===== src/flash_load_pkg.sv =====
`default_nettype none

package flash_load_pkg;

	//////////////////////////////
	// Widths
	//////////////////////////////

	// Flash and RAM word address width
	localparam int ADDR_W = 16;
	// Data word width, also the checksum width
	localparam int DATA_W = 16;
	// Stage number in bits 2:1, field select in bit 0
	localparam int CFG_ADDR_W = 3;

	//////////////////////////////
	// Stages in run order
	//////////////////////////////

	typedef enum logic [1:0]
	{
		stage_xfer  = 2'd0,
		stage_card  = 2'd1,
		stage_afpga = 2'd2,
		stage_cons  = 2'd3
	} load_stage_e;

	//////////////////////////////
	// Configuration write word
	//////////////////////////////

	// Field select 0
	typedef struct packed
	{
		logic [ADDR_W-1:0] flash_base;
		logic [ADDR_W-1:0] ram_base;
	} cfg_addr_t;

	// Field select 1
	typedef struct packed
	{
		logic [ADDR_W-1:0] word_count;
		logic [DATA_W-1:0] checksum;
	} cfg_size_t;

	typedef union packed
	{
		cfg_addr_t addr;
		cfg_size_t size;
	} cfg_word_u;

	// One stage descriptor, 64 bits
	typedef struct packed
	{
		logic [ADDR_W-1:0] flash_base;
		logic [ADDR_W-1:0] ram_base;
		logic [ADDR_W-1:0] word_count;
		logic [DATA_W-1:0] checksum;
	} load_desc_t;

endpackage

`default_nettype wire


===== src/load_ifs.sv =====
`timescale 1ns/10ps
`default_nettype none

//////////////////////////////
// Descriptor lookup
//////////////////////////////

interface desc_if;
	flash_load_pkg::load_stage_e stage_sel;
	// Answered combinationally by the register block
	flash_load_pkg::load_desc_t  desc;

	modport engine (output stage_sel, input desc);
	modport regs (input stage_sel, output desc);
endinterface

//////////////////////////////
// Copy control
//////////////////////////////

interface copy_ctl_if;
	// Single-cycle pulses from the sequencer
	logic                        copy_start;
	logic                        copy_abort;
	flash_load_pkg::load_stage_e copy_stage;
	// Single-cycle pulses back, never both together
	logic                        copy_done;
	logic                        copy_fail;

	modport seq (
		output copy_start, copy_stage, copy_abort,
		input  copy_done, copy_fail
	);
	modport engine (
		input  copy_start, copy_stage, copy_abort,
		output copy_done, copy_fail
	);
endinterface

`default_nettype wire


===== src/flash_load_top.sv =====
`timescale 1ns/10ps
`default_nettype none

module flash_load_top (
	input  logic                                   sys_clk,
	input  logic                                   glbl_rst_n,
	// Sequencer
	input  logic                                   fram_fsm_done,
	input  logic                                   fram_fsm_error,
	output logic                                   flash_fsm_done,
	output logic                                   flash_fsm_error,
	output flash_load_pkg::load_stage_e            error_stage,
	// Configuration
	input  logic                                   cfg_wr_en,
	input  logic [flash_load_pkg::CFG_ADDR_W-1:0]  cfg_wr_addr,
	input  flash_load_pkg::cfg_word_u              cfg_wr_data,
	// Flash read port
	output logic                                   flash_rd_req,
	output logic [flash_load_pkg::ADDR_W-1:0]      flash_rd_addr,
	input  logic                                   flash_rd_valid,
	input  logic [flash_load_pkg::DATA_W-1:0]      flash_rd_data,
	input  logic                                   flash_rd_err,
	// RAM write port
	output logic                                   ram_wr_en,
	output logic [flash_load_pkg::ADDR_W-1:0]      ram_wr_addr,
	output logic [flash_load_pkg::DATA_W-1:0]      ram_wr_data
);

	desc_if     desc_bus ();
	copy_ctl_if ctl_bus ();

	load_cfg_regs cfg_regs0 (
		.sys_clk     (sys_clk),
		.glbl_rst_n  (glbl_rst_n),
		.cfg_wr_en   (cfg_wr_en),
		.cfg_wr_addr (cfg_wr_addr),
		.cfg_wr_data (cfg_wr_data),
		.desc        (desc_bus.regs)
	);

	load_flash_fsm seq0 (
		.sys_clk         (sys_clk),
		.glbl_rst_n      (glbl_rst_n),
		.fram_fsm_done   (fram_fsm_done),
		.fram_fsm_error  (fram_fsm_error),
		.flash_fsm_done  (flash_fsm_done),
		.flash_fsm_error (flash_fsm_error),
		.error_stage     (error_stage),
		.ctl             (ctl_bus.seq)
	);

	seg_copy_engine engine0 (
		.sys_clk        (sys_clk),
		.glbl_rst_n     (glbl_rst_n),
		.ctl            (ctl_bus.engine),
		.desc           (desc_bus.engine),
		.flash_rd_req   (flash_rd_req),
		.flash_rd_addr  (flash_rd_addr),
		.flash_rd_valid (flash_rd_valid),
		.flash_rd_err   (flash_rd_err),
		.flash_rd_data  (flash_rd_data),
		.ram_wr_en      (ram_wr_en),
		.ram_wr_addr    (ram_wr_addr),
		.ram_wr_data    (ram_wr_data)
	);

endmodule

`default_nettype wire


===== src/load_cfg_regs.sv =====
`timescale 1ns/10ps
`default_nettype none

module load_cfg_regs (
	input  logic                                    sys_clk,
	input  logic                                    glbl_rst_n,
	input  logic                                    cfg_wr_en,
	input  logic [flash_load_pkg::CFG_ADDR_W-1:0]  cfg_wr_addr,
	input  flash_load_pkg::cfg_word_u               cfg_wr_data,
	desc_if.regs                                    desc
);

	// One descriptor per stage
	flash_load_pkg::load_desc_t desc_mem [4];

	logic [1:0] wr_stage;
	logic       wr_size;

	// Address decode
	assign wr_stage = cfg_wr_addr[2:1];
	assign wr_size  = cfg_wr_addr[0];

	//////////////////////////////
	// Write side
	//////////////////////////////

	always_ff @(posedge sys_clk)
	begin
		if (!glbl_rst_n)
		begin
			for (int i = 0; i < 4; i++)
			begin
				desc_mem[i] <= '0;
			end
		end
		else if (cfg_wr_en)
		begin
			if (wr_size)
			begin
				// Size half of the descriptor
				desc_mem[wr_stage].word_count <= cfg_wr_data.size.word_count;
				desc_mem[wr_stage].checksum   <= cfg_wr_data.size.checksum;
			end
			else
			begin
				// Address half of the descriptor
				desc_mem[wr_stage].flash_base <= cfg_wr_data.addr.flash_base;
				desc_mem[wr_stage].ram_base   <= cfg_wr_data.addr.ram_base;
			end
		end
	end

	//////////////////////////////
	// Read side
	//////////////////////////////

	// Engine picks the stage, no latency
	assign desc.desc = desc_mem[desc.stage_sel];

endmodule

`default_nettype wire


===== src/load_flash_fsm.sv =====
`timescale 1ns/10ps
`default_nettype none

module load_flash_fsm (
	input  logic                        sys_clk,
	input  logic                        glbl_rst_n,
	input  logic                        fram_fsm_done,
	input  logic                        fram_fsm_error,
	output logic                        flash_fsm_done,
	output logic                        flash_fsm_error,
	output flash_load_pkg::load_stage_e error_stage,
	copy_ctl_if.seq                     ctl
);

	// Stage states follow run order
	localparam logic [2:0] st_idle  = 3'd0;
	localparam logic [2:0] st_xfer  = 3'd1;
	localparam logic [2:0] st_card  = 3'd2;
	localparam logic [2:0] st_afpga = 3'd3;
	localparam logic [2:0] st_cons  = 3'd4;

	logic [2:0] state;

	//////////////////////////////
	// Sequencer
	//////////////////////////////

	always_ff @(posedge sys_clk)
	begin
		if (!glbl_rst_n)
		begin
			state           <= st_idle;
			flash_fsm_done  <= 1'b0;
			flash_fsm_error <= 1'b0;
			error_stage     <= flash_load_pkg::stage_xfer;
			ctl.copy_start  <= 1'b0;
			ctl.copy_abort  <= 1'b0;
			ctl.copy_stage  <= flash_load_pkg::stage_xfer;
		end
		else
		begin
			// All outputs are single-cycle pulses
			flash_fsm_done  <= 1'b0;
			flash_fsm_error <= 1'b0;
			ctl.copy_start  <= 1'b0;
			ctl.copy_abort  <= 1'b0;

			if (state == st_idle)
			begin
				// FRAM step finished, start with xfer
				if (fram_fsm_done)
				begin
					state          <= st_xfer;
					ctl.copy_start <= 1'b1;
					ctl.copy_stage <= flash_load_pkg::stage_xfer;
				end
			end
			else if (fram_fsm_error)
			begin
				// FRAM trouble overrides whatever the engine reports
				state           <= st_idle;
				ctl.copy_abort  <= 1'b1;
				flash_fsm_error <= 1'b1;
				error_stage     <= ctl.copy_stage;
			end
			else if (ctl.copy_fail)
			begin
				state           <= st_idle;
				flash_fsm_error <= 1'b1;
				error_stage     <= ctl.copy_stage;
			end
			else if (ctl.copy_done)
			begin
				if (state == st_cons)
				begin
					// Last image copied
					state          <= st_idle;
					flash_fsm_done <= 1'b1;
				end
				else
				begin
					// xfer -> card -> afpga -> cons
					state          <= state + 3'd1;
					ctl.copy_start <= 1'b1;
					ctl.copy_stage <= flash_load_pkg::load_stage_e'(ctl.copy_stage + 2'd1);
				end
			end
			else if (state > st_cons)
			begin
				state <= st_idle;
			end
		end
	end

endmodule

`default_nettype wire


===== src/seg_copy_engine.sv =====
`timescale 1ns/10ps
`default_nettype none

module seg_copy_engine (
	input  logic                               sys_clk,
	input  logic                               glbl_rst_n,
	copy_ctl_if.engine                         ctl,
	desc_if.engine                             desc,
	output logic                               flash_rd_req,
	output logic [flash_load_pkg::ADDR_W-1:0]  flash_rd_addr,
	input  logic                               flash_rd_valid,
	input  logic                               flash_rd_err,
	input  logic [flash_load_pkg::DATA_W-1:0]  flash_rd_data,
	output logic                               ram_wr_en,
	output logic [flash_load_pkg::ADDR_W-1:0]  ram_wr_addr,
	output logic [flash_load_pkg::DATA_W-1:0]  ram_wr_data
);

	localparam logic [1:0] eng_idle  = 2'd0;
	localparam logic [1:0] eng_read  = 2'd1;
	localparam logic [1:0] eng_write = 2'd2;

	logic [1:0]                        state;
	flash_load_pkg::load_desc_t        desc_q;
	logic [flash_load_pkg::ADDR_W-1:0] word_idx;
	logic [flash_load_pkg::ADDR_W-1:0] word_idx_next;
	logic [flash_load_pkg::DATA_W-1:0] data_q;
	logic [flash_load_pkg::DATA_W-1:0] sum;
	logic [flash_load_pkg::DATA_W-1:0] sum_next;

	assign desc.stage_sel = ctl.copy_stage;

	// Running sum wraps at 16 bits
	assign sum_next      = sum + data_q;
	assign word_idx_next = word_idx + 1'b1;

	//////////////////////////////
	// Port side
	//////////////////////////////

	// One read in flight, address held until valid
	assign flash_rd_req  = (state == eng_read);
	assign flash_rd_addr = desc_q.flash_base + word_idx;

	assign ram_wr_en   = (state == eng_write);
	assign ram_wr_addr = desc_q.ram_base + word_idx;
	assign ram_wr_data = data_q;

	//////////////////////////////
	// Control
	//////////////////////////////

	always_ff @(posedge sys_clk)
	begin
		if (!glbl_rst_n)
		begin
			state         <= eng_idle;
			word_idx      <= '0;
			sum           <= '0;
			ctl.copy_done <= 1'b0;
			ctl.copy_fail <= 1'b0;
		end
		else
		begin
			ctl.copy_done <= 1'b0;
			ctl.copy_fail <= 1'b0;

			if (ctl.copy_abort)
			begin
				// Quiet return, no status pulse
				state <= eng_idle;
			end
			else
			begin
				case (state)
					eng_idle:
					begin
						if (ctl.copy_start)
						begin
							word_idx <= '0;
							sum      <= '0;
							if (desc.desc.word_count == '0)
							begin
								// Empty image, only the checksum matters
								ctl.copy_done <= (desc.desc.checksum == '0);
								ctl.copy_fail <= (desc.desc.checksum != '0);
							end
							else
							begin
								state <= eng_read;
							end
						end
					end
					eng_read:
					begin
						if (flash_rd_valid)
						begin
							if (flash_rd_err)
							begin
								// Bad word is dropped
								ctl.copy_fail <= 1'b1;
								state         <= eng_idle;
							end
							else
							begin
								state <= eng_write;
							end
						end
					end
					eng_write:
					begin
						sum      <= sum_next;
						word_idx <= word_idx_next;
						if (word_idx_next == desc_q.word_count)
						begin
							ctl.copy_done <= (sum_next == desc_q.checksum);
							ctl.copy_fail <= (sum_next != desc_q.checksum);
							state         <= eng_idle;
						end
						else
						begin
							state <= eng_read;
						end
					end
					default:
					begin
						state <= eng_idle;
					end
				endcase
			end
		end
	end

	// Payload registers
	always_ff @(posedge sys_clk)
	begin
		if (state == eng_idle && ctl.copy_start)
		begin
			desc_q <= desc.desc;
		end
		if (state == eng_read && flash_rd_valid)
		begin
			data_q <= flash_rd_data;
		end
	end

endmodule

`default_nettype wire


===== config.mk =====
export PLATFORM = sky130hd
export DESIGN_NAME = flash_load_top
export DESIGN_NICKNAME = d
export VERILOG_FILES = /design/src/flash_load_pkg.sv /design/src/load_ifs.sv /design/src/flash_load_top.sv /design/src/load_cfg_regs.sv /design/src/load_flash_fsm.sv /design/src/seg_copy_engine.sv
export SDC_FILE = /design/constraint.sdc
export NUM_CORES = 1
export LEC_CHECK = 0
export ABC_CLOCK_PERIOD_IN_PS = 5740
export BUFFER_PORTS_ARGS = -buffer_cell sky130_fd_sc_hd__buf_4
export CORE_MARGIN = 2
export CORE_UTILIZATION = 45
export CTS_BUF_LIST = sky130_fd_sc_hd__clkbuf_16
export CTS_CLUSTER_DIAMETER = 120
export CTS_CLUSTER_SIZE = 12
export DETAILED_ROUTE_END_ITERATION = 10
export PLACE_DENSITY = 0.62
export SYNTH_ARGS = -nofsm -noshare
export SYNTH_HDL_FRONTEND = slang
export SYNTH_SLANG_ARGS = --single-unit

===== constraint.sdc =====
create_clock -name sys_clk -period 5.74 [get_ports sys_clk]
set_clock_uncertainty 0.05 [all_clocks]
set_input_delay 0.861 -clock sys_clk [delete_from_list [all_inputs] [get_ports sys_clk]]
set_output_delay 0.861 -clock sys_clk [all_outputs]
set_load 0.03 [all_outputs]

Yosys cells after proc, flatten, opt, wreduce, memory -nomap -nowiden
Memories as Yosys holds them, arrays and structs flattened. A register that Yosys moved wholly into a read port is not among the register bits.
Index checks and enable logic that the tools add are counted.
{"block": "word_totals", "word_cells": 120, "in_bits": 58, "n_memories": 1, "latchBits": 0, "mem_bits_rw": 256, "rom_bits": 0, "register_bits": 127}
{"memory": "cfg_regs0.desc_mem", "depth": 4, "width": 64, "read_ports": 1, "rd_ports_with_merged_regs": 1, "wr": 4, "line": "load_cfg_regs.sv:14", "text": "flash_load_pkg::load_desc_t desc_mem [4];"}
{"block": "op_classes", "n_mul": 0, "n_bitwise": 4, "n_shift": 0, "n_addsub": 6, "mux": 58, "n_eq_ne": 13, "n_div": 0, "n_reduce_logical": 20, "order_cmp": 1}
{"operator": "64-bit 2-to-1 mux", "n": 1}
{"operator": "16-bit case mux with 2 select lines", "n": 2}
{"operator": "64-bit OR reduction", "n": 1}
{"operator": "16-bit adder", "n": 3}
{"operator": "16-bit equality test", "n": 2}
{"operator": "16-bit logical NOT", "n": 2}
{"operator": "2-bit 2-to-1 mux", "n": 16}
{"operator": "1-bit 2-to-1 mux", "n": 28}
{"operator": "3-bit 2-to-1 mux", "n": 7}
{"operator": "16-bit by 1-bit adder with 16-bit output (second input constant)", "n": 1}
{"operator": "16-bit 2-to-1 mux", "n": 1}
{"operator": "16-bit != test", "n": 1}
{"operator": "16-bit nonzero test", "n": 1}
{"operator": "2-bit != test (second input constant)", "n": 4}
{"operator": "2-bit by 1-bit != test with 1-bit output (second input constant)", "n": 3}
{"operator": "2-bit case mux with 3 select lines", "n": 1}
{"operator": "3-bit AND reduction", "n": 2}
{"operator": "2-bit nonzero test", "n": 3}
{"operator": "5-bit AND reduction", "n": 1}
{"operator": "5-bit nonzero test", "n": 1}
{"operator": "5-bit OR reduction", "n": 1}
{"operator": "1-bit inverter", "n": 4}
{"operator": "2-bit AND reduction", "n": 2}
{"operator": "2-bit OR reduction", "n": 2}
{"operator": "11 further kinds", "n": 12}

Longest topological paths before layout
{"block": "logic_depth", "word_depth": 8, "depth_mapped": 12}

By module
A second synthesis with hierarchy kept.
{"block": "hier_totals", "hier_cells": 1410, "hier_area_um2": 18582.8}
{"module": "load_cfg_regs", "cells_each": 645, "instances": 1, "area_per_inst_um2": 10754.1}
{"module": "seg_copy_engine", "cells_each": 712, "instances": 1, "area_per_inst_um2": 7313.3}
{"module": "load_flash_fsm", "cells_each": 53, "instances": 1, "area_per_inst_um2": 515.5}

Least setup slack after synthesis
OpenSTA, ideal clock, no wires.
{"block": "synth_timing", "path_type": "input port to flip-flop", "startpoint": "input port cfg_wr_addr[0] (netlist bit)", "endpoint": "memory cfg_regs0.desc_mem[3][32] (netlist bit), enable pin", "setup_time_ns": 0.466, "t_arrival_ns": 3.295, "cell_stages": 2, "required_time_ns": 5.224, "setup_slack_ns": 1.929, "cell_sequence": "nand2b_1 o21ai_0"}
{"element": "start, declared", "line": "flash_load_top.sv:15", "text": "input logic [flash_load_pkg::CFG_ADDR_W-1:0] cfg_wr_addr,"}
{"element": "end, declared", "line": "load_cfg_regs.sv:14"}

Final worst setup path
{"block": "layout_timing", "startpoint": "register engine0.word_idx[0] (netlist bit)", "endpoint": "output port ram_wr_addr[14] (netlist bit)"}
{"block": "layout_between", "elab_chain_cells": 1}
{"element": "start, declared", "line": "seg_copy_engine.sv:25", "text": "logic [flash_load_pkg::ADDR_W-1:0] word_idx;"}
{"element": "start signal, assigned", "line": "seg_copy_engine.sv:113", "text": "word_idx <= word_idx_next;"}
{"element": "16-bit adder", "line": "seg_copy_engine.sv:46", "text": "assign ram_wr_addr = desc_q.ram_base + word_idx;"}
{"element": "end, declared", "line": "flash_load_top.sv:25", "text": "output logic [flash_load_pkg::ADDR_W-1:0] ram_wr_addr,"}
No other way between the ends.

==> flow_summary.ini <==
[sta]
fmaxAchievable_mhz = 218
finalHoldViolCount = 0
slew_headroom_pct = 31.8
setup_viol = 0
fin_crit_ns = 4.58
rsz0062_at_grt = false
slew_viol_final = 0
worst_slew_pin_slew_ns = 1.02
period_share_pct = 79.8
setup_tns_ns = 0
setup_ws_ns = 1.16

[global_routing]
grt_max_degree = 65
grt_first_pass_wirelength_um = 67300
grt.overflow.total = 0
grt_use_total_pct = 21.4
antenna_found_initial = 0
grt_pass1_vias = 11393

[detailed_routing]
viasPerCell = 5.64
wl_per_cell_um = 21.2
wl_um = 43800
drtPass1Iterations = 5
vias = 11649
drc = 0
final_antenna_net_count = 0
initialDrtViolationCount = 1087

[hold_path]
hp-class = flop to flop
hold_depth = 2

[logic_synthesis]
synth_commonest_cells = edfxtp_1 (336), nor2_1 (279), nand2_1 (86), mux4_2 (64), inv_1 (63)
ys_seq_area_share_pct = 61.6
synth_most_common_cell = edfxtp_1
syn_inst = 1425
yosys_most_used_dff = edfxtp_1
ys_warn_count = 0
yosysTopAreaCell = edfxtp_1
synth_area_leaders = edfxtp_1 (56%), mux4_2 (8.0%), nor2_1 (5.8%)
synth.avg_cell_area_um2 = 12.6
netlist_area_mm2 = 0.0180
synth_nets = 1534
yosys.cell_types.count = 64
async_flop_share_pct = 0
ys_ff_latch = 385
synth.top_cell.area_share_pct = 56.1
synth-edff-count = 336

[clock_tree]
post_cts_buffers = 0
htree_levels = 2
clk_pin_slew_ns = 0.07
cts.sinks = 385
cts_hold_buffers = 0
cts_made_buffers = 38
cts_resized = 0
clockBufferDepth = 3
cts_tree = yes
clockRootBuffer = clkbuf_16
clkLatencyLatePin_ns = 0.55

[layout]
finalNonFillerCells = 2065
area_growth_syn_to_layout_pct = 13.7
n_fill_cell = 3390
fin_nets = 1635
finish.utilization_pct = 51.7
diodes = 0
drive_gt1_share_pct = 16.8

[pwr]
design_power_total_w = 0.00587
ir_drop_uv = 185
power_density_mw_per_mm2 = 287
leakage_nw = 7.34

[setup_path]
crit_required_ns = 4.83
cp-end-kind = output pin
path_class = flop to output pin
worst_setup_path_start_kind = flop
ff2ff_path_depth = 12
cp_data_arrival_time_ns = 3.67
cp_max_fo = 8

[die]
die_area_mm2 = 0.0416
die_y_um = 204
core_mm2 = 0.0395
die_w_um = 204
core.rowCount = 73
start_util_pct = 45.5
ioPinCount = 112

[placement]
place_congestion = 0.887
dp_slack_ns = 1.75
dp.final_hpwl_um = 28900
dp_cells = 2011
port_buffers = 111

[status]
status = finished, final reports clean

[run]
max-cap-violations = 0
==> layout by cell type (no fill, tap or decap), types with 9 or more instances in the layout <==
master       n
clkbuf_16   38
ha_1        48
mux4_2      64
o211ai_1     9
xnor2_1     55
a22oi_1     17
nand4_1     13
o21ai_0     26
and3_1      10
buf_4      132
a21oi_1     57
dfxtp_1     47
a21o_1      18
inv_1       75
edfxtp_1   336
nand2b_1    11
nand2_1     85
nor4_1      11
nor3_1      40
nand3_1     25
nor2_1     278
xor2_1      18
nor2b_1     10
==> cell type report <==
cell class              count  area (um^2)  area share, %
clock buffers              38          951           4.65
well taps                 525          657           3.21
clock inverters            16          115          0.563
repair buffers            132          991           4.85
inverters                  63          236           1.16
flip-flops and latches    385        11100           54.2
multi-input cells         906         6410           31.4
==> critical path, stage by stage, from the launching register on <==
cell and delay, ns:
dfxtp_1 0.50, ha_1 0.23, inv_1 0.06, fa_1 0.40
nor2b_1 0.12, o21ai_0 0.10, a21boi_0 0.34, o211ai_1 0.15
a21oi_1 0.25, nor3_1 0.11, o41ai_1 0.37, a21oi_1 0.13
xnor2_1 0.17, buf_4 0.18
==> registers in the layout, summed over array words and instances (netlist names), 2 cells and up, named ones only <==
| name | cells |
|---|---|
| seq0.error_stage | 2 |
| seq0.state | 3 |
| engine0.sum | 16 |
| engine0.word_idx | 16 |
| cfg_regs0.desc_mem | 256 |
| seq0.ctl.copy_stage | 2 |
| engine0.ram_wr_data | 16 |
| engine0.state | 2 |
| engine0.desc_q | 64 |
==> final timing paths <==
path / startpoint / end / slack (ns)
worst min-delay path: engine0.sum[12] / engine0.sum[12] / 0.41
worst max-delay path: engine0.word_idx[0] / ram_wr_addr[14] / 1.16
worst max register to register: engine0.ram_wr_data[0] / engine0.ctl.copy_done / 1.93
worst min register to register: engine0.sum[12] / engine0.sum[12] / 0.41
==> through the flow <==
| stage | hold WS (ns) | instance area (um^2) |
|---|---|---|
| 4_1_cts | 0.410 | 20400 |
| 2_1_floorplan | 0.386 | 18000 |
| 6_report | 0.408 | 20400 |
| 5_1_grt | 0.418 | 20400 |
| 3_3_place_gp | 0.393 | 19400 |
| 3_5_place_dp | 0.400 | 19400 |
==> layer usage <==
| layer | track usage [%] | routed length (um) | up-vias |
|---|---|---|---|
| met5 | 0 | 0 | - |
| met4 | 5.53 | 934 | 0 |
| met3 | 3.59 | 3010 | 67 |
| met2 | 33.9 | 20400 | 388 |
| met1 | 30.7 | 19400 | 5765 |
| li1 | - | - | 5429 |
==> kinds of logic after synthesis <==
| kind of cell | share of synthesized area (%) |
|---|---|
| AOI/OAI and AO/OA | 6.80 |
| DFF | 61.6 |
| buffers and inverters | 2.90 |
| xor gates and xnor gates | 3.68 |
| adders and majority gates | 3.67 |
| and+or+nand+nor | 13.1 |
| muxes | 8.30 |
==> power by group <==
group | total (W) | switching (W) | internal [W]
sequential | 0.00325 | 0.0000490 | 0.00320
combinational | 0.000386 | 0.000249 | 0.000138
clock | 0.00223 | 0.00103 | 0.00120
(Power assumes the default switching activity.)
